[src/periph_config.svh]
// memory map and port constants for the XT bus glue
// windows are compared on the upper address bits only
// I/O decode looks at 10 address bits like a plain ISA card

`ifndef PERIPH_CONFIG_SVH
`define PERIPH_CONFIG_SVH

// bus widths
`define PERIPH_ADDR_W 20
`define PERIPH_DATA_W 8

// system RAM occupies 00000 up to this address
`define RAM_TOP 20'hA0000

// text buffer at B0000-B7FFF, matched on addr[19:15]
`define VRAM_BASE_HI 5'b10110

// BIOS at F0000-FFFFF, matched on addr[19:16]
`define ROM_BASE_HI 4'hF

// array address widths
`define RAM_AW 20
`define VRAM_AW 15
`define ROM_AW 16

// keyboard ports in the low I/O page
`define KBD_DATA_PORT 8'h60
`define KBD_CTRL_PORT 8'h61
`define KBD_CLEAR_BIT 7

`endif

[src/periph_pkg.sv]
// shared types of the bus glue
// widths come from the config header

package periph_pkg;

`include "periph_config.svh"

    // CPU address and data
    typedef logic [`PERIPH_ADDR_W-1:0] addr_t;
    typedef logic [`PERIPH_DATA_W-1:0] data_t;

    // download port address into the BIOS array
    typedef logic [`ROM_AW-1:0] rom_addr_t;

    // who owns the read data bus, in priority order
    typedef enum logic [2:0] {
        SRC_NONE,
        SRC_KBD_DATA,
        SRC_KBD_CTRL,
        SRC_VRAM,
        SRC_ROM,
        SRC_RAM
    } read_src_e;

endpackage

[src/periph_bus_if.sv]
// CPU side bus of the glue logic
// all strobes are active low, as on the XT bus

`timescale 1ns/1ps

interface periph_bus_if;
    import periph_pkg::*;

    addr_t addr;
    data_t wdata;
    logic  io_rd_n;
    logic  io_wr_n;
    logic  mem_rd_n;
    logic  mem_wr_n;
    // low while the CPU owns the address lines
    logic  aen_n;

    // top level drives the bus from its pins
    modport master (
        output addr,
        output wdata,
        output io_rd_n,
        output io_wr_n,
        output mem_rd_n,
        output mem_wr_n,
        output aen_n
    );

    // decoder and the memories only look
    modport slave (
        input addr,
        input wdata,
        input io_rd_n,
        input io_wr_n,
        input mem_rd_n,
        input mem_wr_n,
        input aen_n
    );

endinterface

[src/bus_control.sv]
// address decode and read-back mux of the bus glue
// memory selects ignore the strobes, the memories gate on them
// read data of the memories must already be registered by the caller

`timescale 1ns/1ps

`include "periph_config.svh"

module bus_control (
    periph_bus_if.slave          bus,
    output logic                 ram_sel_o,
    output logic                 vram_sel_o,
    output logic                 rom_sel_o,
    output logic                 kbd_sel_o,
    input  periph_pkg::data_t    ram_rdata_i,
    input  periph_pkg::data_t    vram_rdata_i,
    input  periph_pkg::data_t    rom_rdata_i,
    input  periph_pkg::data_t    kbd_data_i,
    input  periph_pkg::data_t    kbd_ctrl_i,
    output periph_pkg::data_t    data_o,
    output logic                 data_valid_o
);
    import periph_pkg::*;

    logic      cpu_cycle;
    logic      io_page;
    logic      kbd_data_hit;
    logic      kbd_ctrl_hit;
    read_src_e read_src;

    assign cpu_cycle = ~bus.aen_n;

    // ISA style 10 bit I/O decode, so 0x160 aliases nothing here
    assign io_page      = (bus.addr[9:8] == 2'b00);
    assign kbd_data_hit = io_page && (bus.addr[7:0] == `KBD_DATA_PORT);
    assign kbd_ctrl_hit = io_page && (bus.addr[7:0] == `KBD_CTRL_PORT);

    // memory windows
    assign ram_sel_o  = cpu_cycle && (bus.addr < `RAM_TOP);
    assign vram_sel_o = cpu_cycle && (bus.addr[19:15] == `VRAM_BASE_HI);
    assign rom_sel_o  = cpu_cycle && (bus.addr[19:16] == `ROM_BASE_HI);
    assign kbd_sel_o  = cpu_cycle && (kbd_data_hit || kbd_ctrl_hit);

    // fixed priority, keyboard first then the memories
    always_comb begin
        if (kbd_sel_o && kbd_data_hit && !bus.io_rd_n) begin
            read_src = SRC_KBD_DATA;
        end
        else if (kbd_sel_o && kbd_ctrl_hit && !bus.io_rd_n) begin
            read_src = SRC_KBD_CTRL;
        end
        else if (vram_sel_o && !bus.mem_rd_n) begin
            read_src = SRC_VRAM;
        end
        else if (rom_sel_o && !bus.mem_rd_n) begin
            read_src = SRC_ROM;
        end
        else if (ram_sel_o && !bus.mem_rd_n) begin
            read_src = SRC_RAM;
        end
        else begin
            read_src = SRC_NONE;
        end
    end

    always_comb begin
        case (read_src)
            SRC_KBD_DATA: data_o = kbd_data_i;
            SRC_KBD_CTRL: data_o = kbd_ctrl_i;
            SRC_VRAM:     data_o = vram_rdata_i;
            SRC_ROM:      data_o = rom_rdata_i;
            SRC_RAM:      data_o = ram_rdata_i;
            default:      data_o = '0;
        endcase
    end

    assign data_valid_o = (read_src != SRC_NONE);

endmodule

[src/flat_wrapper.sv]
// flat-port wrapper written by rule: the top's interface ports become plain ports
module bus_control_flat import periph_pkg::*;
  (ram_sel_o, vram_sel_o, rom_sel_o, kbd_sel_o, ram_rdata_i, vram_rdata_i, rom_rdata_i, kbd_data_i, kbd_ctrl_i, data_o, data_valid_o, bus_addr, bus_wdata, bus_io_rd_n, bus_io_wr_n, bus_mem_rd_n, bus_mem_wr_n, bus_aen_n);
  periph_bus_if bus_i ();
  output logic ram_sel_o;
  output logic vram_sel_o;
  output logic rom_sel_o;
  output logic kbd_sel_o;
  input  periph_pkg::data_t ram_rdata_i;
  input  periph_pkg::data_t vram_rdata_i;
  input  periph_pkg::data_t rom_rdata_i;
  input  periph_pkg::data_t kbd_data_i;
  input  periph_pkg::data_t kbd_ctrl_i;
  output periph_pkg::data_t data_o;
  output logic data_valid_o;
  input wire logic [$bits(bus_i.addr)-1:0] bus_addr;
  input wire logic [$bits(bus_i.wdata)-1:0] bus_wdata;
  input wire logic [$bits(bus_i.io_rd_n)-1:0] bus_io_rd_n;
  input wire logic [$bits(bus_i.io_wr_n)-1:0] bus_io_wr_n;
  input wire logic [$bits(bus_i.mem_rd_n)-1:0] bus_mem_rd_n;
  input wire logic [$bits(bus_i.mem_wr_n)-1:0] bus_mem_wr_n;
  input wire logic [$bits(bus_i.aen_n)-1:0] bus_aen_n;
  assign bus_i.addr = bus_addr;
  assign bus_i.wdata = bus_wdata;
  assign bus_i.io_rd_n = bus_io_rd_n;
  assign bus_i.io_wr_n = bus_io_wr_n;
  assign bus_i.mem_rd_n = bus_mem_rd_n;
  assign bus_i.mem_wr_n = bus_mem_wr_n;
  assign bus_i.aen_n = bus_aen_n;
  bus_control u_core (.bus(bus_i), .ram_sel_o(ram_sel_o), .vram_sel_o(vram_sel_o), .rom_sel_o(rom_sel_o), .kbd_sel_o(kbd_sel_o), .ram_rdata_i(ram_rdata_i), .vram_rdata_i(vram_rdata_i), .rom_rdata_i(rom_rdata_i), .kbd_data_i(kbd_data_i), .kbd_ctrl_i(kbd_ctrl_i), .data_o(data_o), .data_valid_o(data_valid_o));
endmodule
[config.mk]
export PLATFORM = sky130hd
export DESIGN_NAME = bus_control_flat
export DESIGN_NICKNAME = d
export VERILOG_FILES = /design/src/periph_pkg.sv /design/src/periph_bus_if.sv /design/src/bus_control.sv /design/src/flat_wrapper.sv
export VERILOG_INCLUDE_DIRS = /design/src
export SDC_FILE = /design/constraint.sdc
export NUM_CORES = 1
export LEC_CHECK = 0
export BUFFER_PORTS_ARGS = -buffer_cell sky130_fd_sc_hd__buf_2
export CORE_UTILIZATION = 27
export DETAILED_ROUTE_END_ITERATION = 10
export PLACE_DENSITY = 0.84
export SLEW_MARGIN = 25
export SYNTH_ARGS = -nofsm -noshare
export SYNTH_HDL_FRONTEND = slang
export SYNTH_SLANG_ARGS = --single-unit
[constraint.sdc]
create_clock -name vclk -period 1.45
set_input_delay 0.2175 -clock vclk [all_inputs]
set_output_delay 0.2175 -clock vclk [all_outputs]
set_load 0.02 [all_outputs]
==> run metrics <==
Post-route DRC 0; Post-Layout Inst Area between 0.001 and 0.0015 sq mm; f_max approximately 0.6 GHz; most frequent cells in the layout buf_2, buf_4, buf_6; vias per cell ~5.7; Site Rows 14; total number of vias roughly 960; Finished Core Util 0.791; top cells by area, synth a32oi_1, o2bb2ai_1, nor2b_1; Hold Crit Depth 3; Place WS -0.353 ns; worst min-delay path class primary input to primary output; CP required approximately 1.2 ns; critical path peak fanout 8; Finish-stage setup viols 10; fraction of layout cells with a size suffix above 1 0.675; Hold WS 0.791 ns; Netlist cell types 21; hold violation count in the final report 0; clock buffer count in the final layout 0; Setup crit start kind primary input; mapped cell area 453 sq um; first-pass GRT wire length around 3800 um; Final Slew Violations 0; DRC marker count from the first detailed-route iteration 31; failing checks negative setup slack; Die ar. 0.00185 sq mm; CP Capture Type primary output; CP peak stage delay about 0.32 ns; Routed WL slightly below 3000 um; CP cell instances buf_2, nor4b_4, and4b_4, a211oi_4, buf_12, o2bb2ai_4, buf_6; syn_area_per_cell about 6.3 sq um; seq_cells 0; GRT overflow 0; most common cell after layout, fill and taps aside buf_2; dpl hpwl approximately 1800 um; worst slew pin tran 0.459 ns; width of the die approximately 43 um; slew margin rel. 0.694; core area roughly 0.0015 sq mm; Yosys top cell area share 0.155; cell taking the most area after synthesis a32oi_1; min-delay src bus_mem_rd_n; vias in the first global route 834; routed len/inst about 17 um; slowest CP cell and4b_4; fin crit share 1.14; Worst Hold Path EP data_valid_o; Reg area 0 sq um; Max Cap Viol 0; static leakage between 0.5 and 0.6 nW; Cells after Synth slightly above 70; n_diodes 0; TritonRoute pass-1 iters 4; sequential cell area fraction in the yosys report 0; P per Cell Area 258 mW/mm^2; Starting Density 0.294; IO buf count 71; VDD IR-drop max 0.164 mV; placed cells 166; Routed Antenna Nets 0; Post-Place Cell Area ~0.001 sq mm; Ports 86; Final Worst Setup Slack -0.207 ns; largest net degree at the start of global routing 17; Layout Nets 229; die height around 43 um; WP data arrival 1.44 ns; kind of critical path primary input to primary output; GP Congestion approximately 0.7; unrepaired setup endpoints after global routing yes; synthesis warning total 0; fin cells 170; Net Count, Synth 145; status complete, but fails checks; initial antenna violation count 0; Area Overhead vs Synth 169%; GRT Util Overall 0.260; Final min period approximately 1.7 ns
==> metal layers <==
| layer | share of wire | wire, um | GRT usage | up-vias |
|---|---|---|---|---|
| li1 | - | - | - | 448 |
| met1 | 0.37 | 1100 | 0.299 | 429 |
| met2 | 0.50 | 1490 | 0.518 | 74 |
| met3 | 0.091 | 268 | 0.0340 | 10 |
| met4 | 0.032 | 94 | 0.0182 | 0 |
| met5 | 0 | 0 | 0 | - |
==> stage by stage <==
step / setup TNS [ns] / power, mW
after floorplan: -0.346 / 0.112
after global placement: -1.82 / 0.242
after detailed placement: -2.73 / 0.250
after CTS: -1.46 / 0.277
after global routing: -2.13 / 0.334
final: -1.79 / 0.315
==> cell type report <==
cell class	count	area, sq um
multi-input cells	67	602
well taps	16	20.0
repair buffers	87	598
fillers	100	322
==> synth_stat cells <==
cell	count
buf_2	2
a211oi_2	1
nand2_1	11
nand3_1	8
and3_1	1
a31oi_1	1
nor2_1	3
buf_4	1
nor4b_2	1
o2bb2ai_1	8
and2b_2	1
and4b_4	1
nor4_1	1
nor2b_1	9
o31ai_1	1
a32oi_1	8
o21ai_1	1
buf_1	1
clkbuf_1	1
a21oi_1	9
nand2b_1	2
==> report_power, final <==
part | switching [mW] | internal (mW)
sequential | 0 | 0
clock | 0 | 0
combinational | 0.151 | 0.164
total | 0.151 | 0.164
==> worst max-delay path by stage <==
| stage | slack (ns) | cells past startpoint | to | startpoint |
|---|---|---|---|---|
| global route | -0.24 | 7 | data_o[0] | bus_aen_n |
| global placement | -0.24 | 6 | data_o[1] | bus_addr[5] |
| CTS | -0.20 | 7 | data_o[1] | bus_addr[8] |
| finish | -0.21 | 7 | data_o[0] | bus_addr[2] |
| floorplan | -0.05 | 5 | data_o[0] | bus_addr[1] |
| detailed placement | -0.35 | 7 | data_o[0] | bus_addr[1] |
==> cell families after synthesis <==
group                  share of synthesized area
buffers and inverters                     0.0552
AOI/OAI and AO/OA                          0.478
and+or+nand+nor                            0.467
==> worst max-delay path: cells and delay by family <==
kind	cells	cell delay (ns)
buf+inv	3	0.44
compound gates	2	0.20
simple gates	2	0.57
==> what timing repair did <==
| item | CTS | global route |
|---|---|---|
| gates resized for setup | 22 | 13 |
| pin swaps | 4 | 5 |
| hold buffers | 0 | 0 |
| setup buffers | 2 | 2 |
| setup endpoints to repair | 9 | 9 |
| endpoints found under the hold margin | 0 | 0 |
(Power assumes the default switching activity.)
