### config.mk
export PLATFORM = sky130hd
export DESIGN_NAME = kbd_port_flat
export DESIGN_NICKNAME = d
export VERILOG_FILES = /design/src/periph_pkg.sv /design/src/periph_bus_if.sv /design/src/kbd_port.sv /design/src/flat_wrapper.sv
export VERILOG_INCLUDE_DIRS = /design/src
export SDC_FILE = /design/constraint.sdc
export NUM_CORES = 1
export LEC_CHECK = 0
export BUFFER_PORTS_ARGS = -buffer_cell sky130_fd_sc_hd__buf_2
export CAP_MARGIN = 20
export CORE_MARGIN = 2
export CORE_UTILIZATION = 25
export DETAILED_ROUTE_END_ITERATION = 10
export PLACE_DENSITY = 0.62
export SYNTH_ARGS = -nofsm -noshare
export SYNTH_HDL_FRONTEND = slang
export SYNTH_SLANG_ARGS = --single-unit
### constraint.sdc
create_clock -name clock -period 1.1 [get_ports clock]
set_input_delay 0.22 -clock clock [delete_from_list [all_inputs] [get_ports clock]]
set_output_delay 0.22 -clock clock [all_outputs]
set_load 0.05 [all_outputs]
### src/periph_config.svh
// memory map and port constants for the XT bus glue
// windows are compared on the upper address bits only
// I/O decode looks at 10 address bits like a plain ISA card

`ifndef PERIPH_CONFIG_SVH
`define PERIPH_CONFIG_SVH

// bus widths
`define PERIPH_ADDR_W 20
`define PERIPH_DATA_W 8

// system RAM occupies 00000 up to this address
`define RAM_TOP 20'hA0000

// text buffer at B0000-B7FFF, matched on addr[19:15]
`define VRAM_BASE_HI 5'b10110

// BIOS at F0000-FFFFF, matched on addr[19:16]
`define ROM_BASE_HI 4'hF

// array address widths
`define RAM_AW 20
`define VRAM_AW 15
`define ROM_AW 16

// keyboard ports in the low I/O page
`define KBD_DATA_PORT 8'h60
`define KBD_CTRL_PORT 8'h61
`define KBD_CLEAR_BIT 7

`endif

### src/periph_pkg.sv
// shared types of the bus glue
// widths come from the config header

package periph_pkg;

`include "periph_config.svh"

    // CPU address and data
    typedef logic [`PERIPH_ADDR_W-1:0] addr_t;
    typedef logic [`PERIPH_DATA_W-1:0] data_t;

    // download port address into the BIOS array
    typedef logic [`ROM_AW-1:0] rom_addr_t;

    // who owns the read data bus, in priority order
    typedef enum logic [2:0] {
        SRC_NONE,
        SRC_KBD_DATA,
        SRC_KBD_CTRL,
        SRC_VRAM,
        SRC_ROM,
        SRC_RAM
    } read_src_e;

endpackage

### src/periph_bus_if.sv
// CPU side bus of the glue logic
// all strobes are active low, as on the XT bus

`timescale 1ns/1ps

interface periph_bus_if;
    import periph_pkg::*;

    addr_t addr;
    data_t wdata;
    logic  io_rd_n;
    logic  io_wr_n;
    logic  mem_rd_n;
    logic  mem_wr_n;
    // low while the CPU owns the address lines
    logic  aen_n;

    // top level drives the bus from its pins
    modport master (
        output addr,
        output wdata,
        output io_rd_n,
        output io_wr_n,
        output mem_rd_n,
        output mem_wr_n,
        output aen_n
    );

    // decoder and the memories only look
    modport slave (
        input addr,
        input wdata,
        input io_rd_n,
        input io_wr_n,
        input mem_rd_n,
        input mem_wr_n,
        input aen_n
    );

endinterface

### src/kbd_port.sv
// keyboard scan code latch and control register at 0x60/0x61
// one code is held at a time, later strobes are dropped until cleared
// the irq is simply the latch full flag

`timescale 1ns/1ps

`include "periph_config.svh"

module kbd_port (
    input  logic                 clock,
    input  logic                 reset,
    periph_bus_if.slave          bus,
    input  logic                 sel_i,
    input  periph_pkg::data_t    keycode_i,
    input  logic                 keycode_stb_i,
    output periph_pkg::data_t    kbd_data_o,
    output periph_pkg::data_t    kbd_ctrl_o,
    output logic                 kbd_irq_o
);
    import periph_pkg::*;

    data_t scan_code;
    data_t ctrl_reg;
    logic  latch_full;
    logic  ctrl_wr;
    logic  latch_clear;
    logic  latch_load;

    // 0x61 is the odd port of the pair
    assign ctrl_wr     = sel_i && !bus.io_wr_n && bus.addr[0];
    assign latch_clear = ctrl_wr && bus.wdata[`KBD_CLEAR_BIT];
    assign latch_load  = keycode_stb_i && !latch_full;

    always_ff @(posedge clock) begin
        if (reset) begin
            ctrl_reg   <= '0;
            latch_full <= 1'b0;
        end
        else begin
            if (ctrl_wr) begin
                ctrl_reg <= bus.wdata;
            end
            if (latch_load) begin
                latch_full <= 1'b1;
            end
            else if (latch_clear) begin
                latch_full <= 1'b0;
            end
        end
    end

    always_ff @(posedge clock) begin
        if (latch_load) begin
            scan_code <= keycode_i;
        end
    end

    // empty latch reads as zero
    assign kbd_data_o = latch_full ? scan_code : '0;
    assign kbd_ctrl_o = ctrl_reg;
    assign kbd_irq_o  = latch_full;

endmodule

### src/flat_wrapper.sv
// flat-port wrapper written by rule: the top's interface ports become plain ports
module kbd_port_flat import periph_pkg::*;
  (clock, reset, sel_i, keycode_i, keycode_stb_i, kbd_data_o, kbd_ctrl_o, kbd_irq_o, bus_addr, bus_wdata, bus_io_rd_n, bus_io_wr_n, bus_mem_rd_n, bus_mem_wr_n, bus_aen_n);
  periph_bus_if bus_i ();
  input  logic clock;
  input  logic reset;
  input  logic sel_i;
  input  periph_pkg::data_t keycode_i;
  input  logic keycode_stb_i;
  output periph_pkg::data_t kbd_data_o;
  output periph_pkg::data_t kbd_ctrl_o;
  output logic kbd_irq_o;
  input wire logic [$bits(bus_i.addr)-1:0] bus_addr;
  input wire logic [$bits(bus_i.wdata)-1:0] bus_wdata;
  input wire logic [$bits(bus_i.io_rd_n)-1:0] bus_io_rd_n;
  input wire logic [$bits(bus_i.io_wr_n)-1:0] bus_io_wr_n;
  input wire logic [$bits(bus_i.mem_rd_n)-1:0] bus_mem_rd_n;
  input wire logic [$bits(bus_i.mem_wr_n)-1:0] bus_mem_wr_n;
  input wire logic [$bits(bus_i.aen_n)-1:0] bus_aen_n;
  assign bus_i.addr = bus_addr;
  assign bus_i.wdata = bus_wdata;
  assign bus_i.io_rd_n = bus_io_rd_n;
  assign bus_i.io_wr_n = bus_io_wr_n;
  assign bus_i.mem_rd_n = bus_mem_rd_n;
  assign bus_i.mem_wr_n = bus_mem_wr_n;
  assign bus_i.aen_n = bus_aen_n;
  kbd_port u_core (.clock(clock), .reset(reset), .bus(bus_i), .sel_i(sel_i), .keycode_i(keycode_i), .keycode_stb_i(keycode_stb_i), .kbd_data_o(kbd_data_o), .kbd_ctrl_o(kbd_ctrl_o), .kbd_irq_o(kbd_irq_o));
endmodule
==> out/metrics.cfg, run 1 <==
[worst_setup_path]
worstPathRequired_ps = 880
critPathArrivalTime_ps = 980
crit_path_end_kind = output port
reg2reg_depth = 3
timing.rr.start = u_core.kbd_irq_o
worstSetupPathType = reg2out
path_max_fanout = 1
rrSetupSlack_ps = -70
reg2reg_to = u_core.scan_code[7]
worstSetupStartpointType = register

[yosys]
synth_cell_type_count = 12
synth_area_leaders = edfxtp_1, dfxtp_1, nand2b_1
synth_largest_area_cell = edfxtp_1
synth-main-ff-cell = dfxtp_1
synth_seq_cells = 17
synth_edf_count = 8
ys_top_cells_by_count = nand2b_1, dfxtp_1, and2_1, edfxtp_1, mux2i_1
postSynthCellCount = 56
yosysWarnings = 0
avgSynthCellArea_um2 = 12.6
syn_nets = 101
async_flop_share = 0
yosysTopAreaCellShare = 0.341
synth_area_um2 = 704
synth_seq_area_share = 0.597
yosysMostFrequentCell = nand2b_1

[layout]
syn_to_final_growth_pct = 59.7
multi_input_comb_area_um2 = 292
nNetsFinal = 144
antenna_cells = 0
fin_util = 0.415
instances_no_fill = 129
drive_gt1_frac = 0.571
nFillCells = 281
seq_area_um2 = 425

[timing]
period_share = 1.09
finalHoldViolations = 0
relSlewSlack = 0.848
tightest_slew_ps = 228
setup-violations-final = 17
rsz0062_at_grt = true
layout_setup_ws_ps = -98.6
slew_violations = 0
skew_ps = 3.88
finalCriticalPeriod_ps = 1200
fmax_mhz = 834

[clocking]
cts_sinks = 17
numCtsBuffers = 3
cts_tree = built
holdBufCountCts = 0
root_buffer = clkbuf_4
htree_levels = 1
worstSkewPairLatency_ps = 280
cts.clk_slew.worst_paths_ps = 100
cts_buffer_depth = 2

[routing]
drt_pass1_iterations = 2
wire_per_inst_um = 10.5
drt_iter0_markers = 16
via_count = 546
ant_nets = 0
viasPerCell = 4.23
wirelength_mm = 1.36
drc = 0

[global_route]
gr-total-overflow = 0
grt_pass1_vias = 543
antenna_found_initial = 0
grt_pass1_wl_mm = 2.26
grtUsageTotal = 0.0885
grt_max_degree = 18

[job]
cap_violations = 0

[status]
violations = negative setup slack
status = complete, but fails checks

[floorplan]
ios = 62
die_w_um = 57.1
chipHeight_um = 57.1
initial_utilization = 0.260
dieArea_mm2 = 0.00326
rows = 19
coreArea_mm2 = 0.00271

[worst_hold_path]
holdPathEnd = u_core.scan_code[5]
whs_path_depth = 1
hp-start = keycode_i[5]
hold_class = in2reg

[pwr]
p_per_area_mw_per_mm2 = 1200
ir_worst_vdd_mv = 0.580
p_leak_nw = 0.484

[placement]
routabilityCongestion = 0.591
io_buffers = 38
dpl.cell_count = 123

[worst max-delay path by stage]
stage,to,slack [ps],from,cells past startpoint
floorplan,u_core.scan_code[0],30,u_core.kbd_irq_o,2
finish,kbd_data_o[5],-100,u_core.scan_code[5],2
detailed placement,kbd_data_o[2],70,u_core.kbd_irq_o,2
global route,kbd_data_o[4],-160,u_core.kbd_irq_o,2
CTS,kbd_data_o[5],-120,u_core.scan_code[5],2
global placement,kbd_data_o[4],80,u_core.kbd_irq_o,2
[cells in the final DEF, fill, tap and decap left out]
cell and instances:
nor2_1 1, buf_2 21, buf_4 6, nand2b_1 16, edfxtp_1 8, and3b_1 1
nor2b_4 1, clkbuf_4 3, a311oi_2 1, buf_6 6, dfxtp_4 1, dfxtp_1 7
and2_4 8, clkbuf_1 1, mux2i_1 8, buf_8 7, dfxtp_2 1, buf_12 1
[area by class of cell]
cell class | count | area share
flip-flops and latches | 17 | 0.378
clock buffers | 4 | 0.0234
well taps | 31 | 0.0345
multi-input cells | 36 | 0.259
repair buffers | 41 | 0.305
[routing by layer]
| metal | track usage | vias to the layer above | part of all wire |
|---|---|---|---|
| met3 | 0.0272 | 0 | 0.096 |
| li1 | - | 271 | - |
| met2 | 0.154 | 29 | 0.49 |
| met5 | 0 | - | 0 |
| met1 | 0.107 | 246 | 0.41 |
| met4 | 0.0199 | 0 | 0 |
[report_power, final]
part	internal, W	total (W)	leakage [nW]	switching (W)
Combinational	0.000147	0.000313	0.319	0.000167
Sequential	0.000694	0.000711	0.151	0.0000163
Clock	0.000140	0.000321	0.0150	0.000181
[through the flow]
step | TNS, ps | total power [W] | worst slack [ps] | cell area [um2] | hold slack, ps
2_1_floorplan | 0 | 0.000910 | 26.5 | 746 | 319
3_3_place_gp | 0 | 0.000976 | 76.4 | 965 | 399
3_5_place_dp | 0 | 0.000982 | 67.1 | 965 | 404
4_1_cts | -1600 | 0.00137 | -116 | 1110 | 103
5_1_grt | -2410 | 0.00143 | -156 | 1120 | 93.3
6_report | -1350 | 0.00135 | -98.6 | 1120 | 115
[critical path, stage by stage, from the launching register on]
cell and delay [ps]:
edfxtp_1 390, and2_4 170, buf_6 140
[cell families (layout without fill, tap and decap cells)]
group / count (synthesis) / in the layout / synth area share
and+or+nand+nor: 27 / 27 / 0.240
DFF: 17 / 17 / 0.597
AOI/OAI and AO/OA: 1 / 1 / 0.0213
buffers and inverters: 3 / 45 / 0.0284
muxes: 8 / 8 / 0.114
[sequential cells by signal, indices dropped and copies added (netlist names)]
name,cells
u_core.kbd_irq_o,1
u_core.kbd_ctrl_o,8
u_core.scan_code,8
[timing repair]
item	4_1_cts	5_1_grt
setup endpoints to repair	17	20
resized for setup	33	5
setup buffers	2	0
Note: power is estimated with default switching activity, not from simulation.
==> run 2, diff against run 1 <==
--- a/config.mk
+++ b/config.mk
@@ -12,6 +12,7 @@
 export CORE_UTILIZATION = 25
 export DETAILED_ROUTE_END_ITERATION = 10
 export PLACE_DENSITY = 0.62
+export SETUP_SLACK_MARGIN = 0.15
 export SYNTH_ARGS = -nofsm -noshare
 export SYNTH_HDL_FRONTEND = slang
 export SYNTH_SLANG_ARGS = --single-unit
==> run 2 against run 1 <==
The flow still finishes with violations (negative setup slack). Non-clock buffer count rose by 3. Hold slack lost 2.5 ps. Final cell count rose by 2.3%. Setup slack better by 7.6 ps. Via count rose by 1.3%. Sequential cell count unchanged. Utilization rose by 3.1 points. Combinational power rose by 6.4%. Largest cell class unchanged. Highest routed layer unchanged.
==> out/metrics.cfg, run 2 (synthesized netlist as in run 1, its figures left out) <==
[placement]
dpl.cell_count = 123  ; unchanged
io_buffers = 38  ; unchanged
pre_cts_ws_ps = 62.8  ; was 67.1 ps
routabilityCongestion = 0.616  ; was 0.591

[worst_setup_path]
path_max_fanout = 9  ; was 1
worstSetupStartpointType = register  ; unchanged
crit_path_end_kind = output port  ; unchanged
critPathArrivalTime_ps = 970  ; was 980 ps
worstPathRequired_ps = 880  ; about the same
worstSetupPathType = reg2out  ; unchanged

[global_route]
grt_pass1_vias = 585  ; was 543
met3_usage = 0.0295  ; was 0.0272
grt_use_met1 = 0.103  ; was 0.107
antenna_found_initial = 0  ; unchanged
grt_max_degree = 18  ; unchanged
grt_pass1_wl_mm = 2.48  ; was 2.26 mm
grt_use_met2 = 0.182  ; was 0.154
gr-total-overflow = 0  ; unchanged
grt.busiest_layer = met2  ; unchanged
grtUsageTotal = 0.0957  ; was 0.0885

[routing]
viasPerCell = 4.19  ; was 4.23
via_count = 553  ; was 546
drt_iter0_markers = 12  ; was 16
wire_per_inst_um = 10.7  ; was 10.5 um
drc = 0  ; unchanged
ant_nets = 0  ; unchanged
drt_pass1_iterations = 2  ; unchanged
wirelength_mm = 1.41  ; was 1.36 mm

[clocking]
cts.clk_slew.worst_paths_ps = 90  ; was 100 ps
cts_buffer_depth = 2  ; unchanged
cts_tree = built  ; unchanged
cts_sinks = 17  ; unchanged
numCtsBuffers = 3  ; unchanged
holdBufCountCts = 0  ; unchanged
worstSkewPairLatency_ps = 280  ; about the same
htree_levels = 1  ; unchanged
root_buffer = clkbuf_4  ; unchanged

[worst_hold_path]
hold_class = in2reg  ; unchanged

[timing]
relSlewSlack = 0.845  ; was 0.848
skew_ps = 1.48  ; was 3.88 ps
finalCriticalPeriod_ps = 1190  ; was 1200 ps
slew_violations = 0  ; unchanged
hold_ws_ps = 112  ; was 115 ps
finalHoldViolations = 0  ; unchanged
fmax_mhz = 840  ; was 834 MHz
layout_setup_ws_ps = -91.1  ; was -98.6 ps
tightest_slew_ps = 231  ; was 228 ps
rsz0062_at_grt = true  ; unchanged
setup-violations-final = 17  ; unchanged
period_share = 1.08  ; was 1.09

[layout]
instances_no_fill = 132  ; was 129
nFillCells = 269  ; was 281
drive_gt1_frac = 0.653  ; was 0.571
antenna_cells = 0  ; unchanged
final_common_cell = buf_2  ; unchanged
fin_util = 0.446  ; was 0.415
syn_to_final_growth_pct = 71.6  ; was 59.7%
nNetsFinal = 147  ; was 144
layout.cells.most_common_list = buf_2, nand2b_1, buf_8  ; was buf_2, nand2b_1, and2_4, mux2i_1, edfxtp_1

[floorplan]
coreArea_mm2 = 0.00271  ; unchanged
die_w_um = 57.1  ; unchanged
dieArea_mm2 = 0.00326  ; unchanged
initial_utilization = 0.260  ; unchanged
ios = 62  ; unchanged
chipHeight_um = 57.1  ; unchanged
rows = 19  ; unchanged

[pwr]
p_leak_nw = 0.517  ; was 0.484 nW
p_per_area_mw_per_mm2 = 1130  ; was 1200 mW/mm2
ir_worst_vdd_mv = 0.602  ; was 0.580 mV

[status]
status = complete, but fails checks  ; unchanged
violations = negative setup slack  ; unchanged

[job]
cap_violations = 0  ; unchanged

[run 2: final cells by class]
class,count,area [um2],area share
repair buffers,44,418,0.346
clock buffers,4,26.3,0.0217
flip-flops and latches,17,434,0.359
well taps,31,38.8,0.0321
multi-input cells,36,292,0.241
[run 2: where the power goes]
group / switching (W) / internal (W) / total [W]
registers: 0.0000193 / 0.000696 / 0.000715
clock network: 0.000180 / 0.000140 / 0.000320
logic: 0.000169 / 0.000164 / 0.000333
[run 2: final timing paths]
check | start | endpoint | slack (ps) | depth (start not counted)
worst max-delay path | u_core.kbd_irq_o | kbd_data_o[4] | -90 | 2
worst min-delay path | keycode_i[5] | u_core.scan_code[5] | 110 | 1
worst min register to register | u_core.kbd_ctrl_o[4] | u_core.kbd_ctrl_o[4] | 490 | 2
worst max register to register | u_core.kbd_irq_o | u_core.scan_code[6] | -70 | 3
[run 2: routing by layer]
layer,vias up,part of all wire
met2,27,0.56
li1,276,-
met5,-,0
met4,0,0
met3,0,0.084
met1,250,0.36
[run 2: repair_timing]
action                     CTS  global route
pin swaps                    1             1
setup endpoints to repair   25            26
setup buffers                5             0
resized for setup           58             1
[run 2: worst max-delay path: stages, from the launching register on]
cell     delay (ps)
dfxtp_4         400
and2_4          160
buf_8           130
[run 2: through the flow]
step                TNS (ps)  total power, W  instance area (um2)
finish                 -1330         0.00137                 1210
global route           -2220         0.00144                 1210
floorplan                  0        0.000910                  746
global placement           0        0.000976                  965
detailed placement         0        0.000984                  965
CTS                    -1720         0.00140                 1200
